<file path="src/mem_pkg.sv">
package mem_pkg;

	// Widths on the memory side of the pads
	localparam int MEM_ADDR_W = 13;
	localparam int MEM_BANK_W = 3;
	localparam int MEM_CS_W = 1;

	typedef logic [MEM_ADDR_W-1:0] mem_addr_t;
	typedef logic [MEM_BANK_W-1:0] mem_bank_t;

	// Extra whole cycles of read capture delay, 0 to 3
	typedef logic [1:0] rd_lat_t;

	// States of the serial configuration chain
	typedef enum logic [1:0] {
		CFG_IDLE,
		CFG_SHIFT,
		CFG_UPDATE
	} cfg_state_t;

endpackage

</file>
<file path="src/io_config_chain.sv">
`timescale 1ns/1ps

module io_config_chain import mem_pkg::*; #(
	parameter int MEM_DQS_WIDTH = 2
) (
	input logic pll_afi_clk,
	input logic arst_n,
	input logic scc_data,
	input logic [MEM_DQS_WIDTH-1:0] scc_dqs_ena,
	input logic scc_upd,
	output rd_lat_t rd_lat [MEM_DQS_WIDTH]
);

	cfg_state_t state, state_nxt;
	rd_lat_t shadow [MEM_DQS_WIDTH];

	// An update is taken from idle or shift, and always lasts one cycle
	always_comb begin
		case (state)
			CFG_UPDATE: begin
				state_nxt = (|scc_dqs_ena) ? CFG_SHIFT : CFG_IDLE;
			end
			default: begin
				if (scc_upd) begin
					state_nxt = CFG_UPDATE;
				end else if (|scc_dqs_ena) begin
					state_nxt = CFG_SHIFT;
				end else begin
					state_nxt = CFG_IDLE;
				end
			end
		endcase
	end

	always_ff @(posedge pll_afi_clk or negedge arst_n) begin
		if (!arst_n) begin
			state <= CFG_IDLE;
		end else begin
			state <= state_nxt;
		end
	end

	// Serial data enters at the top bit, so the first bit lands in the LSB
	always_ff @(posedge pll_afi_clk or negedge arst_n) begin
		if (!arst_n) begin
			for (int g = 0; g < MEM_DQS_WIDTH; g++) begin
				shadow[g] <= '0;
				rd_lat[g] <= '0;
			end
		end else begin
			for (int g = 0; g < MEM_DQS_WIDTH; g++) begin
				if (scc_dqs_ena[g]) begin
					shadow[g] <= {scc_data, shadow[g][1]};
				end
				if (state == CFG_UPDATE) begin
					rd_lat[g] <= shadow[g];
				end
			end
		end
	end

	// The sequencer must finish shifting before it asks for an update
	a_upd_not_during_shift: assert property (@(posedge pll_afi_clk) disable iff (!arst_n)
		!(scc_upd && (|scc_dqs_ena)))
		else $error("scc_upd in the same cycle as a shift strobe");

endmodule

</file>
<file path="config.mk">
export PLATFORM = sky130hd
export DESIGN_NAME = io_config_chain
export DESIGN_NICKNAME = d
export VERILOG_FILES = /design/src/mem_pkg.sv /design/src/io_config_chain.sv
export SDC_FILE = /design/constraint.sdc
export NUM_CORES = 1
export LEC_CHECK = 0
export ABC_AREA = 1
export BUFFER_PORTS_ARGS = -buffer_cell sky130_fd_sc_hd__buf_2
export CORE_AREA = 5 5 42 44
export DETAILED_ROUTE_END_ITERATION = 7
export DIE_AREA = 0 0 47 49
export GPL_TIMING_DRIVEN = 0
export SLEW_MARGIN = 20
export SYNTH_ARGS = -nofsm -noshare
export SYNTH_HDL_FRONTEND = slang
export SYNTH_SLANG_ARGS = --single-unit
</file>
<file path="constraint.sdc">
create_clock -name pll_afi_clk -period 2.7 [get_ports pll_afi_clk]
set_clock_uncertainty 0.2 [all_clocks]
set_input_delay 0.54 -clock pll_afi_clk [delete_from_list [all_inputs] [get_ports pll_afi_clk]]
set_output_delay 0.54 -clock pll_afi_clk [all_outputs]
set_load 0.02 [all_outputs]
</file>
## Word level (Yosys, flattened, before mapping)

Cells that the tools add are included.

- Eq/ne operators: 1
- Multiplexer cells: 3
- Reduce and logical (&&, ||, !) cells: 1

Operator list:

| operator | count |
|---|---|
| $mux 2 | 2 |
| $eq 2x2->1 const B | 1 |
| $reduce_or 2->1 | 1 |
| $mux 1 | 1 |

- Register bits after elaboration: 10
- Input port bits: 6
- Output and inout bits: 4
- Word-level logic and storage cells: 10

## Longest topological paths before layout

- Word-level depth: 4
- Depth in mapped cells: 4
- Gate-level depth less buffers: 4

## Worst setup path after synthesis

OpenSTA, ideal clock, no wires.

- Path type: flip-flop to output port
- Start point: register rd_lat[0] (netlist bit)
- End point: output port rd_lat[0] (netlist bit)
- Arrival time: 0.425 ns
- Data required time: 1.960 ns
- Slack: 1.535 ns
- Cell stages (with the launch flop): 1
- Buffers on the path: 0
- Cells stage by stage: dfrtp_1

RTL lines:

| item | line | RTL |
|---|---|---|
| start, declared | io_config_chain.sv:11 | `output rd_lat_t rd_lat [MEM_DQS_WIDTH]` |
| start signal, assigned by index | io_config_chain.sv:56 | `rd_lat[g] <= shadow[g];` |

No word-level cell between the ends.

## Final worst setup path

- Start point: register rd_lat[1] (netlist bit)
- End point: output port rd_lat[1] (netlist bit)

No word-level cell between the ends.

==> results_dict.tcl <==
set metrics [dict create \
    drv_cap 0 \
    wirelength_um 602 \
    synthMuxAreaShare 0 \
    slew_headroom 0.855 \
    synthXorXnorAreaFrac 0 \
    syn-num-nets 46 \
    synth_cells 40 \
    final_util 0.340 \
    power_uw 342 \
    dp.cells 65 \
    yosysUniqueCellTypes 9 \
    cts-root-buf "clkbuf_4" \
    synth_compound_area_frac 0.0660 \
    worstPathRequired_ps 1960 \
    rows 14 \
    finalHoldViolations 0 \
    synthAdderAreaFrac 0 \
    synth_flop_cell "dfrtp_1" \
    power_density_nw_per_um2 717 \
    nets 61 \
    slowest_delay_ps 370 \
    synthArstFlopShare 1.00 \
    die_h_um 49 \
    outcome "finished, final reports clean" \
    yosysTopAreaCell "dfrtp_1" \
    yosys-top-cells-count "nand2_1, dfrtp_1, nor2_1, a21oi_1, inv_1" \
    min_path_cells 2 \
    worst_pin_slew_ps 218 \
    fp.dieArea_sq_um 2300 \
    synth_top_family_by_area "simple AND/OR/NAND/NOR gates" \
    rsz0062_at_grt "no" \
    initial_core_util 0.271 \
    synth.yosys.seq_area_share 0.660 \
    pre_cts_ws_ps 1440 \
    setup_viol 0 \
    grt_max_degree 11 \
    boundaryPins 10 \
    hold_class "register to register" \
    drt_first_iter_violations 3 \
    critPathBufInv 1 \
    overflow 0 \
    clkLatencyLatePin_ps 250 \
    path_cells "buf_2" \
    num_antenna_cells 0 \
    cts-buffers-inserted 3 \
    fin_ws_ps 1180 \
    cts.clk_slew.worst_paths_ps 60 \
    synth-simple-area-share 0.224 \
    leakagePower_uw 0.000256 \
    grt_pass1_vias 275 \
    coreArea_sq_um 1400 \
    post_drt_via_cell_ratio 4.09 \
    worstSetupEndpointType "output port" \
    path_depth 1 \
    ff2ff_path_depth 4 \
    drc 0 \
    reg2reg_slack_ps 1720 \
    max_freq_ghz 0.659 \
    grt_util_met3 0.0221 \
    drv_slew 0 \
    antenna_found_initial 0 \
    portBuffers 9 \
    vdd_ir_drop_max_mv 0.251 \
    die_x_um 47 \
    ctsLongestPathBuffers 2 \
    drt_first_pass_iters 2 \
    syn_to_final_growth_pct 25.7 \
    syn_area_sq_um 379 \
    htreeDepth 1 \
    post_cts_buffers 0 \
    n_fill_cell 158 \
    layout.cells.non_filler 69 \
    cp_max_fo 2 \
    vias 282 \
    wl_per_cell_um 8.72 \
    grt_util_met2 0.0950 \
    critPathTopFamily "flip-flops" \
    synthTopCellsByArea "dfrtp_1, nand2_1, a21oi_1" \
    dp_hpwl_um 491 \
    synth_seq_cells 10 \
    syn_avg_cell_area_sq_um 9.48 \
    arrival_ps 780 \
    layout_min_cycle_time_ps 1520 \
    synth-edff-count 0 \
    grt_usage 0.0656 \
    start_kind "register" \
    yosys.cell_count.top_type "nand2_1" \
    cts_tree "built" \
    busiest_layer "met2" \
    drive_gt1_frac 0.302 \
    yosysTopAreaCellShare 0.660 \
    met1_usage 0.0801 \
    grt_pass1_wl_um 1080 \
    detail-route-antenna-nets 0 \
    setup-tns-final_ps 0 \
    gp_congestion 0.684 \
    crit_slowest_cell "dfrtp_1" \
    yosys_warnings 0 \
    post-route-period-util 0.562 \
    clock-sinks 10 \
    critPathKind "register to output port" \
]
## through the flow
step	hold slack [ps]	cell area [sq um]
final	269	477
after global routing	266	477
after CTS	268	477
after detailed placement	210	444
after global placement	208	444
after floorplan	44.4	379
## cells in the final DEF, fill, tap and decap left out
cell,synthesis,final
dlygate4sd3_1,0,1
inv_2,2,2
clkbuf_4,0,3
nor2_1,4,4
a21oi_1,3,3
inv_1,3,3
o21ai_0,2,2
dfrtp_1,10,10
nand2_2,1,1
buf_2,0,9
nor2_4,1,1
nand2_1,14,14
## power by group
part           switching (uW)  internal, uW
registers                11.7           172
logic                    42.0          24.1
clock network            41.3          50.9
## timing repair
item	4_1_cts	5_1_grt
hold buffers	1	0
hold endpoints to repair	10	0
resized for setup	0	0
## layer usage
layer,part of all wire,wire length [um]
met1,0.44,262
met2,0.50,299
met3,0.066,40
met4,0,0
met5,0,0
## final cells by class
type / instances / area (sq um) / share of cell area
flip-flops and latches: 10 / 250 / 0.525
multi-input cells: 25 / 110 / 0.231
repair buffers: 10 / 55.1 / 0.115
clock buffers: 3 / 22.5 / 0.0472
well taps: 16 / 20.0 / 0.0420
inverters: 5 / 18.8 / 0.0394
## flip-flops by register name (all words and copies together), names as in the netlist
register and count:
rd_lat 4, shadow 4, state 2
## logic make-up after synthesis
logic type | count (synthesis)
compound gates | 5
buf+inv | 5
flops | 10
simple gates | 20
## worst paths after layout
check / from / to
min in group asynchronous: arst_n / shadow[2]
setup reg to reg: state[0] / rd_lat[1]
hold reg to reg: shadow[1] / rd_lat[1]
setup / recovery: rd_lat[1] / rd_lat[1]
hold / removal: shadow[1] / rd_lat[1]
max in group asynchronous: arst_n / state[0]
Note: power is estimated with default switching activity, not from simulation.
